File: src/vlsu_config.svh
// Build-time configuration of the transaction-control slice.
// Queue depth must be a power of two and at least 2.
// Page size must be a power of two; addresses and lengths count nibbles.
`ifndef VLSU_CONFIG_SVH
`define VLSU_CONFIG_SVH

// ======================================================================
// Bus and queue
// ======================================================================

// AXI data bus width in bits
`define VLSU_AXI_DATA_W 64

// Entries in the transaction control ring
`define VLSU_TXN_DEPTH 4

// ======================================================================
// Address space
// ======================================================================

// 4 KiB page expressed in nibbles
`define VLSU_PAGE_NIB 8192
`define VLSU_ADDR_W 32
`define VLSU_ID_W 3

`endif

File: src/vlsu_pkg.sv
// Shared types of the vector load/store transaction-control slice.
// All addresses below are nibble addresses unless the field says bytes.
`default_nettype none
`include "vlsu_config.svh"

package vlsu_pkg;

  // Derived sizes
  localparam int unsigned BUS_NIB   = `VLSU_AXI_DATA_W / 4;
  localparam int unsigned BUS_NSIZE = $clog2(BUS_NIB);
  localparam int unsigned PAGE_W    = $clog2(`VLSU_PAGE_NIB);
  localparam int unsigned TXN_W     = `VLSU_ADDR_W + 1 - PAGE_W;
  localparam int unsigned RMN_W     = PAGE_W - BUS_NSIZE;

  typedef enum logic {
    IDLE,
    EMIT
  } split_state_e;

  // AXI burst encodings
  typedef enum logic [1:0] {
    BURST_FIXED = 2'b00,
    BURST_INCR  = 2'b01,
    BURST_WRAP  = 2'b10
  } burst_e;

  typedef struct packed {
    logic [`VLSU_ADDR_W-1:0] base_addr;
    logic [`VLSU_ADDR_W-1:0] len;
    logic                    is_load;
    logic [`VLSU_ID_W-1:0]   req_id;
  } mem_req_t;

  typedef struct packed {
    logic [TXN_W-1:0]        txn_cnt;
    logic [TXN_W-1:0]        txn_num;
    logic [`VLSU_ADDR_W-1:0] seg_base_addr;
    logic [PAGE_W:0]         lt_n;
    logic                    is_load;
    logic [`VLSU_ID_W-1:0]   req_id;
  } meta_t;

  typedef struct packed {
    logic [`VLSU_ADDR_W-1:0] addr;
    logic [RMN_W-1:0]        rmn_beat;
    logic [BUS_NSIZE:0]      lb_n;
    logic                    is_head;
    logic                    is_load;
    logic                    is_final;
    logic [`VLSU_ID_W-1:0]   req_id;
  } txn_ctrl_t;

  // Byte address on the bus
  typedef struct packed {
    logic [`VLSU_ADDR_W-1:0] addr;
    logic [RMN_W-1:0]        len;
    logic [2:0]              size;
    burst_e                  burst;
  } ax_req_t;

  typedef struct packed {
    logic [`VLSU_ID_W-1:0] req_id;
    logic                  is_load;
    logic                  is_head;
    logic                  is_last;
    logic [BUS_NSIZE:0]    nib_cnt;
  } beat_info_t;

  typedef logic [(1 << `VLSU_ID_W)-1:0] done_vec_t;

endpackage

`default_nettype wire

File: src/seg_splitter.sv
// Splits one memory request into page-bounded transactions.
// The request length must be at least one nibble.
// One transaction is offered per cycle; a new request waits for the last one.
`timescale 1ns/1ns
`default_nettype none
`include "vlsu_config.svh"

module seg_splitter (
  input  wire logic               clk_i,
  input  wire logic               rst_ni,
  input  wire logic               req_valid_i,
  output logic                    req_ready_o,
  input  wire vlsu_pkg::mem_req_t req_i,
  output logic                    meta_valid_o,
  input  wire logic               meta_ready_i,
  output vlsu_pkg::meta_t         meta_o
);

  localparam int unsigned PAGE_W = vlsu_pkg::PAGE_W;
  localparam int unsigned TXN_W  = vlsu_pkg::TXN_W;
  localparam int unsigned END_W  = `VLSU_ADDR_W + 1;

  vlsu_pkg::split_state_e  state_q;
  logic [TXN_W-1:0]        txn_cnt_q;
  logic [TXN_W-1:0]        txn_num_q;
  logic [`VLSU_ADDR_W-1:0] base_q;
  logic [PAGE_W:0]         lt_n_q;
  logic                    is_load_q;
  logic [`VLSU_ID_W-1:0]   req_id_q;

  logic [END_W-1:0] req_end;
  logic [END_W-1:0] req_end_m1;
  logic             req_fire;
  logic             meta_fire;

  // End of the request measured from the start of its first page
  assign req_end    = END_W'(req_i.base_addr[PAGE_W-1:0]) + END_W'(req_i.len);
  assign req_end_m1 = req_end - 1'b1;

  assign req_ready_o  = (state_q == vlsu_pkg::IDLE);
  assign meta_valid_o = (state_q == vlsu_pkg::EMIT);
  assign req_fire     = req_valid_i && req_ready_o;
  assign meta_fire    = meta_valid_o && meta_ready_i;

  // ======================================================================
  // Control FSM
  // ======================================================================
  always_ff @(posedge clk_i or negedge rst_ni) begin
    if (!rst_ni) begin
      state_q   <= vlsu_pkg::IDLE;
      txn_cnt_q <= '0;
    end else begin
      case (state_q)
        vlsu_pkg::IDLE: begin
          if (req_fire) begin
            state_q   <= vlsu_pkg::EMIT;
            txn_cnt_q <= '0;
          end
        end
        vlsu_pkg::EMIT: begin
          if (meta_fire) begin
            if (txn_cnt_q == txn_num_q) begin
              state_q <= vlsu_pkg::IDLE;
            end else begin
              txn_cnt_q <= txn_cnt_q + 1'b1;
            end
          end
        end
        default: state_q <= vlsu_pkg::IDLE;
      endcase
    end
  end

  // Request fields held for the whole emission
  always_ff @(posedge clk_i) begin
    if (req_fire) begin
      base_q    <= req_i.base_addr;
      txn_num_q <= req_end_m1[END_W-1:PAGE_W];
      // Last page end, page offset included
      lt_n_q    <= {1'b0, req_end_m1[PAGE_W-1:0]} + 1'b1;
      is_load_q <= req_i.is_load;
      req_id_q  <= req_i.req_id;
    end
  end

  always_comb begin
    meta_o.txn_cnt       = txn_cnt_q;
    meta_o.txn_num       = txn_num_q;
    meta_o.seg_base_addr = base_q;
    meta_o.lt_n          = lt_n_q;
    meta_o.is_load       = is_load_q;
    meta_o.req_id        = req_id_q;
  end

endmodule

`default_nettype wire

File: src/txn_ctrl_queue.sv
// Ring of transaction control records, issued in order with AXI id zero.
// B is taken only for the oldest entry when it is a store whose beats are done.
// A full page on a 64-bit bus needs 512 beats, so len exceeds the AXI4 limit.
`timescale 1ns/1ns
`default_nettype none
`include "vlsu_config.svh"

module txn_ctrl_queue (
  input  wire logic                clk_i,
  input  wire logic                rst_ni,
  input  wire logic                meta_valid_i,
  output logic                     meta_ready_o,
  input  wire vlsu_pkg::meta_t     meta_i,
  output logic                     txn_ctrl_valid_o,
  output vlsu_pkg::txn_ctrl_t      txn_ctrl_o,
  input  wire logic                update_i,
  output logic                     ar_valid_o,
  input  wire logic                ar_ready_i,
  output vlsu_pkg::ax_req_t        ar_o,
  output logic                     aw_valid_o,
  input  wire logic                aw_ready_i,
  output vlsu_pkg::ax_req_t        aw_o,
  input  wire logic                b_valid_i,
  output logic                     b_ready_o,
  output vlsu_pkg::done_vec_t      done_o
);

  localparam int unsigned DEPTH     = `VLSU_TXN_DEPTH;
  localparam int unsigned IDX_W     = $clog2(DEPTH);
  localparam int unsigned PAGE_W    = vlsu_pkg::PAGE_W;
  localparam int unsigned BUS_NSIZE = vlsu_pkg::BUS_NSIZE;
  localparam int unsigned PIDX_W    = `VLSU_ADDR_W - PAGE_W;

  localparam logic [PAGE_W:0]    PAGE_NIB = (PAGE_W + 1)'(`VLSU_PAGE_NIB);
  localparam logic [BUS_NSIZE:0] BUS_NIB  = (BUS_NSIZE + 1)'(vlsu_pkg::BUS_NIB);
  localparam logic [2:0]         AX_SIZE  = 3'($clog2(`VLSU_AXI_DATA_W / 8));

  // Pointers carry a wrap flag in the top bit
  logic [IDX_W:0] enq_q;
  logic [IDX_W:0] iss_q;
  logic [IDX_W:0] dat_q;
  logic [IDX_W:0] deq_q;

  vlsu_pkg::txn_ctrl_t rec_q [DEPTH];
  vlsu_pkg::txn_ctrl_t new_rec;
  vlsu_pkg::txn_ctrl_t iss_rec;
  vlsu_pkg::txn_ctrl_t dat_rec;
  vlsu_pkg::txn_ctrl_t deq_rec;
  vlsu_pkg::ax_req_t   ax_req;

  logic full;
  logic do_enq;
  logic ax_valid;
  logic ax_fire;
  logic dat_adv;
  logic b_fire;
  logic do_deq;

  logic              is_head_txn;
  logic              is_last_txn;
  logic [PIDX_W-1:0] page_idx;
  logic [`VLSU_ADDR_W-1:0] txn_addr;
  logic [PAGE_W:0]   off_al;
  logic [PAGE_W:0]   nib_pg;
  logic [PAGE_W:0]   nib;
  logic [PAGE_W:0]   nib_m1;

  // ======================================================================
  // Enqueue record derivation
  // ======================================================================
  assign is_head_txn = (meta_i.txn_cnt == '0);
  assign is_last_txn = (meta_i.txn_cnt == meta_i.txn_num);
  assign page_idx    = meta_i.seg_base_addr[`VLSU_ADDR_W-1:PAGE_W] +
                       meta_i.txn_cnt[PIDX_W-1:0];
  assign txn_addr    = is_head_txn ? meta_i.seg_base_addr : {page_idx, {PAGE_W{1'b0}}};

  // Page offset rounded down to a bus word
  assign off_al = {1'b0, txn_addr[PAGE_W-1:BUS_NSIZE], {BUS_NSIZE{1'b0}}};
  assign nib_pg = is_last_txn ? meta_i.lt_n : PAGE_NIB;
  assign nib    = nib_pg - off_al;
  assign nib_m1 = nib - 1'b1;

  always_comb begin
    new_rec.addr     = txn_addr;
    new_rec.rmn_beat = nib_m1[PAGE_W-1:BUS_NSIZE];
    new_rec.lb_n     = (nib[BUS_NSIZE-1:0] != '0) ? {1'b0, nib[BUS_NSIZE-1:0]} : BUS_NIB;
    new_rec.is_head  = 1'b1;
    new_rec.is_load  = meta_i.is_load;
    // One segment per request, so the last transaction is the final one
    new_rec.is_final = is_last_txn;
    new_rec.req_id   = meta_i.req_id;
  end

  // ======================================================================
  // Handshakes
  // ======================================================================
  assign iss_rec = rec_q[iss_q[IDX_W-1:0]];
  assign dat_rec = rec_q[dat_q[IDX_W-1:0]];
  assign deq_rec = rec_q[deq_q[IDX_W-1:0]];

  assign full         = ((enq_q ^ deq_q) == {1'b1, {IDX_W{1'b0}}});
  assign meta_ready_o = !full;
  assign do_enq       = meta_valid_i && meta_ready_o;

  assign ax_valid   = (iss_q != enq_q);
  assign ar_valid_o = ax_valid && iss_rec.is_load;
  assign aw_valid_o = ax_valid && !iss_rec.is_load;
  assign ax_fire    = (ar_valid_o && ar_ready_i) || (aw_valid_o && aw_ready_i);

  // Only issued entries expose their beats
  assign txn_ctrl_valid_o = (dat_q != iss_q);
  assign txn_ctrl_o       = dat_rec;
  assign dat_adv          = update_i && (dat_rec.rmn_beat == '0);

  assign b_ready_o = (dat_q != deq_q) && !deq_rec.is_load;
  assign b_fire    = b_valid_i && b_ready_o;

  // A load leaves on its last beat, or later if a store ahead held the ring
  assign do_deq = deq_rec.is_load ? ((dat_q != deq_q) || dat_adv) : b_fire;

  always_comb begin
    ax_req.addr  = iss_rec.addr >> 1;
    ax_req.len   = iss_rec.rmn_beat;
    ax_req.size  = AX_SIZE;
    ax_req.burst = vlsu_pkg::BURST_INCR;
  end

  assign ar_o = ax_req;
  assign aw_o = ax_req;

  always_comb begin
    done_o = '0;
    if (dat_adv && dat_rec.is_load && dat_rec.is_final) begin
      done_o[dat_rec.req_id] = 1'b1;
    end
    if (b_fire && deq_rec.is_final) begin
      done_o[deq_rec.req_id] = 1'b1;
    end
  end

  // ======================================================================
  // State
  // ======================================================================
  always_ff @(posedge clk_i or negedge rst_ni) begin
    if (!rst_ni) begin
      enq_q <= '0;
      iss_q <= '0;
      dat_q <= '0;
      deq_q <= '0;
    end else begin
      if (do_enq) enq_q <= enq_q + 1'b1;
      if (ax_fire) iss_q <= iss_q + 1'b1;
      if (dat_adv) dat_q <= dat_q + 1'b1;
      if (do_deq) deq_q <= deq_q + 1'b1;
    end
  end

  always_ff @(posedge clk_i) begin
    if (update_i && (dat_rec.rmn_beat != '0)) begin
      rec_q[dat_q[IDX_W-1:0]].rmn_beat <= dat_rec.rmn_beat - 1'b1;
      rec_q[dat_q[IDX_W-1:0]].is_head  <= 1'b0;
    end
    if (do_enq) begin
      rec_q[enq_q[IDX_W-1:0]] <= new_rec;
    end
  end

endmodule

`default_nettype wire

File: src/beat_sequencer.sv
// Paces data beats against the record at the data pointer.
// Purely combinational; a beat is taken only while a record is shown.
`timescale 1ns/1ns
`default_nettype none

module beat_sequencer (
  input  wire logic                txn_ctrl_valid_i,
  input  wire vlsu_pkg::txn_ctrl_t txn_ctrl_i,
  input  wire logic                beat_valid_i,
  output logic                     beat_ready_o,
  output logic                     update_o,
  output vlsu_pkg::beat_info_t     beat_info_o
);

  localparam int unsigned BUS_NSIZE = vlsu_pkg::BUS_NSIZE;

  // Nibbles in a full bus word
  localparam logic [BUS_NSIZE:0] FULL_NIB = (BUS_NSIZE + 1)'(vlsu_pkg::BUS_NIB);

  logic last_beat;

  // ======================================================================
  // Handshake
  // ======================================================================
  assign beat_ready_o = txn_ctrl_valid_i;

  // One update per accepted beat
  assign update_o = beat_valid_i && txn_ctrl_valid_i;

  // ======================================================================
  // Beat label
  // ======================================================================
  assign last_beat = (txn_ctrl_i.rmn_beat == '0);

  always_comb begin
    beat_info_o.req_id  = txn_ctrl_i.req_id;
    beat_info_o.is_load = txn_ctrl_i.is_load;
    beat_info_o.is_head = txn_ctrl_i.is_head;
    beat_info_o.is_last = last_beat;
    // Partial word only at the tail of a transaction
    beat_info_o.nib_cnt = last_beat ? txn_ctrl_i.lb_n : FULL_NIB;
  end

endmodule

`default_nettype wire

File: src/vlsu_txn_top.sv
// Transaction-control slice: splitter, control ring and beat sequencer.
// AXI id is always zero; responses must return in order.
`timescale 1ns/1ns
`default_nettype none

module vlsu_txn_top (
  input  wire logic               clk_i,
  input  wire logic               rst_ni,
  input  wire logic               req_valid_i,
  output logic                    req_ready_o,
  input  wire vlsu_pkg::mem_req_t req_i,
  output logic                    ar_valid_o,
  input  wire logic               ar_ready_i,
  output vlsu_pkg::ax_req_t       ar_o,
  output logic                    aw_valid_o,
  input  wire logic               aw_ready_i,
  output vlsu_pkg::ax_req_t       aw_o,
  input  wire logic               b_valid_i,
  output logic                    b_ready_o,
  input  wire logic               beat_valid_i,
  output logic                    beat_ready_o,
  output vlsu_pkg::beat_info_t    beat_info_o,
  output vlsu_pkg::done_vec_t     done_o
);

  logic                meta_valid;
  logic                meta_ready;
  vlsu_pkg::meta_t     meta;
  logic                txn_ctrl_valid;
  vlsu_pkg::txn_ctrl_t txn_ctrl;
  logic                update;

  seg_splitter u_splitter (
    .clk_i        (clk_i),
    .rst_ni       (rst_ni),
    .req_valid_i  (req_valid_i),
    .req_ready_o  (req_ready_o),
    .req_i        (req_i),
    .meta_valid_o (meta_valid),
    .meta_ready_i (meta_ready),
    .meta_o       (meta)
  );

  txn_ctrl_queue u_queue (
    .clk_i            (clk_i),
    .rst_ni           (rst_ni),
    .meta_valid_i     (meta_valid),
    .meta_ready_o     (meta_ready),
    .meta_i           (meta),
    .txn_ctrl_valid_o (txn_ctrl_valid),
    .txn_ctrl_o       (txn_ctrl),
    .update_i         (update),
    .ar_valid_o       (ar_valid_o),
    .ar_ready_i       (ar_ready_i),
    .ar_o             (ar_o),
    .aw_valid_o       (aw_valid_o),
    .aw_ready_i       (aw_ready_i),
    .aw_o             (aw_o),
    .b_valid_i        (b_valid_i),
    .b_ready_o        (b_ready_o),
    .done_o           (done_o)
  );

  beat_sequencer u_beat_seq (
    .txn_ctrl_valid_i (txn_ctrl_valid),
    .txn_ctrl_i       (txn_ctrl),
    .beat_valid_i     (beat_valid_i),
    .beat_ready_o     (beat_ready_o),
    .update_o         (update),
    .beat_info_o      (beat_info_o)
  );

endmodule

`default_nettype wire

File: config.mk
export PLATFORM = sky130hd
export DESIGN_NAME = vlsu_txn_top
export DESIGN_NICKNAME = d
export VERILOG_FILES = /design/src/vlsu_pkg.sv /design/src/seg_splitter.sv /design/src/txn_ctrl_queue.sv /design/src/beat_sequencer.sv /design/src/vlsu_txn_top.sv
export VERILOG_INCLUDE_DIRS = /design/src /design/src/src
export SDC_FILE = /design/constraint.sdc
export NUM_CORES = 1
export LEC_CHECK = 0
export BUFFER_PORTS_ARGS = -buffer_cell sky130_fd_sc_hd__clkbuf_2
export CORE_MARGIN = 4
export CORE_UTILIZATION = 55
export CTS_CLUSTER_DIAMETER = 100
export DETAILED_ROUTE_END_ITERATION = 10
export PLACE_DENSITY = 0.8
export RECOVER_POWER = 50
export SLEW_MARGIN = 20
export SYNTH_ARGS = -nofsm -noshare
export SYNTH_HDL_FRONTEND = slang
export SYNTH_SLANG_ARGS = --single-unit
File: constraint.sdc
create_clock -name clk_i -period 11.3 [get_ports clk_i]
set_clock_uncertainty 0.15 [all_clocks]
set_input_delay 1.13 -clock clk_i [delete_from_list [all_inputs] [get_ports clk_i]]
set_output_delay 1.13 -clock clk_i [all_outputs]
set_load 0.05 [all_outputs]
-- After elaboration in Yosys (flattened, before gate mapping)
Memory sizes are Yosys's and may differ from the RTL's.
Cells that the tools add are included.
Widths: inputs -> output; s select.
- add/subtract/negate cells: 12
- $lt $le $gt $ge: 4
- equal/unequal tests: 8
- mux-type cells: 23
- bitwise logic cells: 3
- reductions and logical operators: 26
- operators with widths (cell ; number):
    $mux 20 ; 3
    $pmux 20 s2 ; 1
    $add 13x32->33 ; 1
    $sub 33x1->33 const B ; 1
    $mux 32 ; 1
    $add 20x1->20 const B ; 1
    $eq 20x20->1 ; 1
    $logic_not 20->1 ; 1
    $add 19x19->19 ; 1
    $logic_and 1x1->1 ; 16
    $mux 8 ; 2
    $add 13x1->13 const B ; 1
    $mux 13 ; 1
    $sub 13x1->13 const B ; 1
    $sub 13x13->13 ; 1
    $add 3x1->3 const B ; 4
    $mux 1 ; 10
    $mux 5 ; 2
    $logic_not 9->1 ; 1
    $ne 3x3->1 ; 3
    $reduce_bool 9->1 ; 1
    $sub 9x1->9 const B ; 1
    $lt 3x4->1 const B ; 2
    $or 8x8->8 ; 1
    other kinds (12) ; 18
- bits in registers: 102
- memory bits (writable): 208
- memories kept: 1
- memory list (name ; words ; width ; rd ports ; clocked after memory_dff ; wr ports ; line ; text):
    u_queue.rec_q ; 4 ; 52 ; 3 ; 0 ; 2 ; txn_ctrl_queue.sv:44 ; vlsu_pkg::txn_ctrl_t rec_q [DEPTH];

-- Longest topological paths before layout
- word-level depth: 8
- depth in mapped cells: 18
- mapped depth without buffers: 16

-- Hierarchy
Synthesis repeated with hierarchy kept, for this count alone.
- cells, all modules: 1454
- area total of the unflattened synthesis: 18370.1 um2
- by module, submodules not included (module ; instances ; cells an instance ; area an instance (um2)):
    txn_ctrl_queue ; 1 ; 869 ; 12464.5
    seg_splitter ; 1 ; 562 ; 5741.8
    beat_sequencer ; 1 ; 23 ; 163.9

-- Worst setup path before layout
Ideal clock, no wire load.
- path kind: register to output
- from: register u_queue.dat_q[0]
- to: output done_o[0]
- arrival time: 3765 ps
- path slack: 6255 ps
- cell stages (with the launch flop): 12
- path buffers: 3
- cell sequence: dfrtp_1 > buf_6 > buf_2 > mux4_2 > inv_1 > ha_1 > nand2b_1 > or4_1 > buf_4 > nor2_8 > nand4b_2 > o31ai_1
- word-level cells in the longest chain between the ends: 8
- elaborated cells between the ends (all ways): 19
- RTL lines (element ; line ; text):
    start, declared ; txn_ctrl_queue.sv:41 ; logic [IDX_W:0] dat_q;
    start signal, assigned ; txn_ctrl_queue.sv:153 ; if (dat_adv) dat_q <= dat_q + 1'b1;
    $mem_v2 4x52 or $ne 3x3->1 (tied branches) ; -- ;
    $lt 3x4->1 (not written as such) (tied with other cells) ; txn_ctrl_queue.sv:134 ; done_o[dat_rec.req_id] = 1'b1;
    $logic_and 1x1->1 (on tied branches) ; txn_ctrl_queue.sv:134, txn_ctrl_queue.sv:113 ;
    $mux 1 (not written as such) or $logic_and 1x1->1 (tied branches) ; txn_ctrl_queue.sv:134, txn_ctrl_queue.sv:133 ;
    $demux 1 s3 or $logic_and 1x1->1 (tied branches) ; -- ;
    $mux 8 ; txn_ctrl_queue.sv:133 ; if (dat_adv && dat_rec.is_load && dat_rec.is_final) begin
    $or 8x8->8 (no line) ; -- ;
    $mux 8 (*) ; txn_ctrl_queue.sv:136 ; if (b_fire && deq_rec.is_final) begin
    end, declared ; vlsu_txn_top.sv:23 ; output vlsu_pkg::done_vec_t done_o
Every way passes the cells marked *; elsewhere a longest branch is shown, timed or not.

-- Final worst setup path
- from: register u_queue.iss_q[0]
- to: output done_o[2]
- word-level cells in the longest chain between the ends: 8
- RTL lines (element ; line ; text):
    start, declared ; txn_ctrl_queue.sv:40 ; logic [IDX_W:0] iss_q;
    start signal, assigned ; txn_ctrl_queue.sv:152 ; if (ax_fire) iss_q <= iss_q + 1'b1;
    $ne 3x3->1 (*) ; txn_ctrl_queue.sv:111 ; assign txn_ctrl_valid_o = (dat_q != iss_q);
    $logic_and 1x1->1 (*) ; beat_sequencer.sv:28 ; assign update_o = beat_valid_i && txn_ctrl_valid_i;
    $logic_and 1x1->1 (*) ; txn_ctrl_queue.sv:113 ; assign dat_adv = update_i && (dat_rec.rmn_beat == '0);
    $logic_and 1x1->1 (*) (2 in series) ; txn_ctrl_queue.sv:133 ;
    $mux 8 (*) ; txn_ctrl_queue.sv:133 ;
    $or 8x8->8 (no line) ; -- ;
    $mux 8 (*) ; txn_ctrl_queue.sv:136 ;
Marked as above.

==> results.ini <==
[clock_network]
post_cts_buffers = 0
cts_max_level = 1
clkLatencyLatePin_ns = 0.55
clk_pin_slew_ns = 0.06
cts.hold.buffers_added = 0
ctsLongestPathBuffers = 3
root_buffer = clkbuf_16
cts_buffers = 30
tritoncts = built
cts_resized = 0
cts_sinks = 305

[die]
dieArea_um2 = 33300
die_height_um = 182
pin_count = 191
rows = 63
core_area_um2 = 29900
die_x_um = 182
initial_core_util = 0.560

[detailed_routing]
drt-initial-drc-count = 925
via_per_inst = 5.73
ant_nets = 0
wl_per_cell_um = 19.0
drc = 0
dr.pass1.iters = 5
num_vias = 10800
drt_wl_total_mm = 35.8

[job]
cap_violations = 4

[final_layout]
num-fill-cells = 2303
final_util = 0.622
num_antenna_cells = 0
nets = 1630
drive_gt1_frac = 0.190
syn_to_final_growth_pct = 11.0

[logic_synthesis]
syn_inst = 1331
async_reset_ff_frac = 0.108
synth_edf_count = 268
ys_seq_elements = 305
synth_cell_types = 71
synth-main-ff-cell = edfxtp_1
yosysSeqAreaShare = 0.535
synthesis.area_um2 = 16700
syn_avg_cell_area_um2 = 12.6
synth_warnings = 0

[setup_path]
r2r_setup_slack_ns = 5.97
cp-endpoint = done_o[2]
critPathLaunch = u_queue.iss_q[0]$_DFFE_PN0P_
required_ns = 10.02
r2r_cells = 17
r2r_end = u_queue.rec_q[0][19]$_DFFE_PP_
cp.arrival_ns = 5.71
cp_max_fo = 34
cp-end-kind = primary output
r2r-start = u_splitter.txn_cnt_q[1]$_DFFE_PN0P_
start_kind = register
critPathKind = reg -> out

[timing]
max_freq_mhz = 143
finalWorstSetupSlack_ns = 4.31
hold_violations = 0
maxSlewViolCount = 162
final.min_clock_period_ns = 6.99
relSlewSlack = -1.18
period_share = 0.618
setup_tns_ns = 0
tightestPinTransition_ns = 3.27
grt_setup_unrepaired = no
finalSetupViolations = 0

[grt]
grt_max_degree = 47
antenna_found_initial = 0
grt.overflow.total = 0
grt_pass1_vias = 10800
grt_pass1_wl_mm = 57.0
grtUsageTotal = 0.212

[outcome]
violations = capacitance limit, slew limit
status = finished, violations left

[min_path]
min_from = u_queue.rec_q[1][5]$_SDFFE_PP1P_
worst_hold_path_type = reg -> reg

[place]
dp_hpwl_mm = 25.4
gp_congestion = 0.884
portBuffers = 178
dp_slack_ns = 6.38

routing by layer:
layer,wire (um),GRT usage
met5,0,0
met4,888,0.0585
met3,2370,0.0319
met2,17400,0.356
met1,15200,0.292
area by class of cell:
| cell class | instances | area, um^2 | area share |
|---|---|---|---|
| clock buffers | 34 | 787 | 0.0424 |
| clock inverters | 21 | 183 | 0.00983 |
| inverters | 114 | 430 | 0.0232 |
| multi-input cells | 829 | 6820 | 0.367 |
| flip-flops and latches | 305 | 8950 | 0.482 |
| well taps | 390 | 488 | 0.0263 |
| repair buffers | 188 | 918 | 0.0494 |
cells by family after synthesis:
logic type	share of synthesized area
simple gates	0.0945
other cells	0.000449
mux	0.111
compound gates	0.0687
xor+xnor	0.0652
buf+inv	0.0592
fa+ha+maj	0.0664
flops	0.535
synthesized netlist by cell type (21+ instances only):
cell / instances / area share
nor2_1: 86 / 0.019
a21oi_1: 65 / 0.019
inv_1: 105 / 0.024
nand2_1: 83 / 0.019
buf_4: 54 / 0.024
dfrtp_1: 33 / 0.049
o21ai_1: 26 / 0.0078
edfxtp_1: 268 / 0.48
clkbuf_1: 27 / 0.0061
nand3_1: 21 / 0.0063
xor2_1: 40 / 0.021
mux2i_1: 29 / 0.017
ha_1: 84 / 0.063
xnor2_1: 82 / 0.043
mux4_2: 66 / 0.089
sequential cells by signal, indices dropped and copies added (netlist names):
name,count
u_queue.enq_q,3
u_queue.dat_q,3
u_queue.rec_q,204
u_splitter.txn_cnt_q,20
u_splitter.req_id_q,3
u_splitter.meta_valid_o,1
u_queue.deq_q,3
u_splitter.lt_n_q,13
u_splitter.txn_num_q,20
u_splitter.is_load_q,1
u_splitter.base_q,31
u_queue.iss_q,3
per-stage QoR:
| stage | instances | cell area (um^2) | hold slack [ns] |
|---|---|---|---|
| 5_1_grt | 1881 | 18600 | 0.313 |
| 6_report | 1881 | 18600 | 0.296 |
| 4_1_cts | 1881 | 18700 | 0.296 |
| 2_1_floorplan | 1341 | 16800 | 0.268 |
| 3_3_place_gp | 1826 | 17700 | 0.279 |
| 3_5_place_dp | 1826 | 17700 | 0.288 |
placed cells by master, fill, tap and decap left out, types with 9 or more instances in the layout:
cell,count
nand3_1,21
clkbuf_1,33
nor3_1,20
ha_1,84
xnor2_1,82
nand4_1,15
a21o_1,17
mux2i_1,29
inv_1,109
conb_1,12
and3_1,15
nand2b_1,13
clkbuf_2,152
a21oi_1,65
dfrtp_1,32
clkinv_1,9
edfxtp_1,268
o21ai_1,16
nand2_1,83
nor2b_1,20
nor2_1,87
xor2_1,40
clkbuf_16,31
mux4_2,66
o21ai_0,25
worst max-delay path, cell delays in order (launching register included):
cell and delay, ns:
dfrtp_1 0.82, clkbuf_1 2.37, xnor2_1 0.18, nand3_1 0.27, nand2_1 0.13, nor2_1 0.53
nand4_2 0.26, o32ai_2 0.26, clkbuf_2 0.32
how the worst min path moves through the flow:
| stage | end | depth (start not counted) |
|---|---|---|
| final | u_queue.rec_q[1][5]$_SDFFE_PP1P_ | 2 |
| after global placement | u_queue.rec_q[1][5]$_SDFFE_PP1P_ | 2 |
| after CTS | u_queue.rec_q[1][5]$_SDFFE_PP1P_ | 2 |
| after detailed placement | u_queue.rec_q[1][5]$_SDFFE_PP1P_ | 2 |
| after global routing | u_queue.rec_q[1][5]$_SDFFE_PP1P_ | 2 |
| after floorplan | u_queue.rec_q[2][5]$_SDFFE_PP1P_ | 2 |
Power is not shown: default switching activity piles up to over one toggle a cycle in this logic, so the estimate is an artifact.
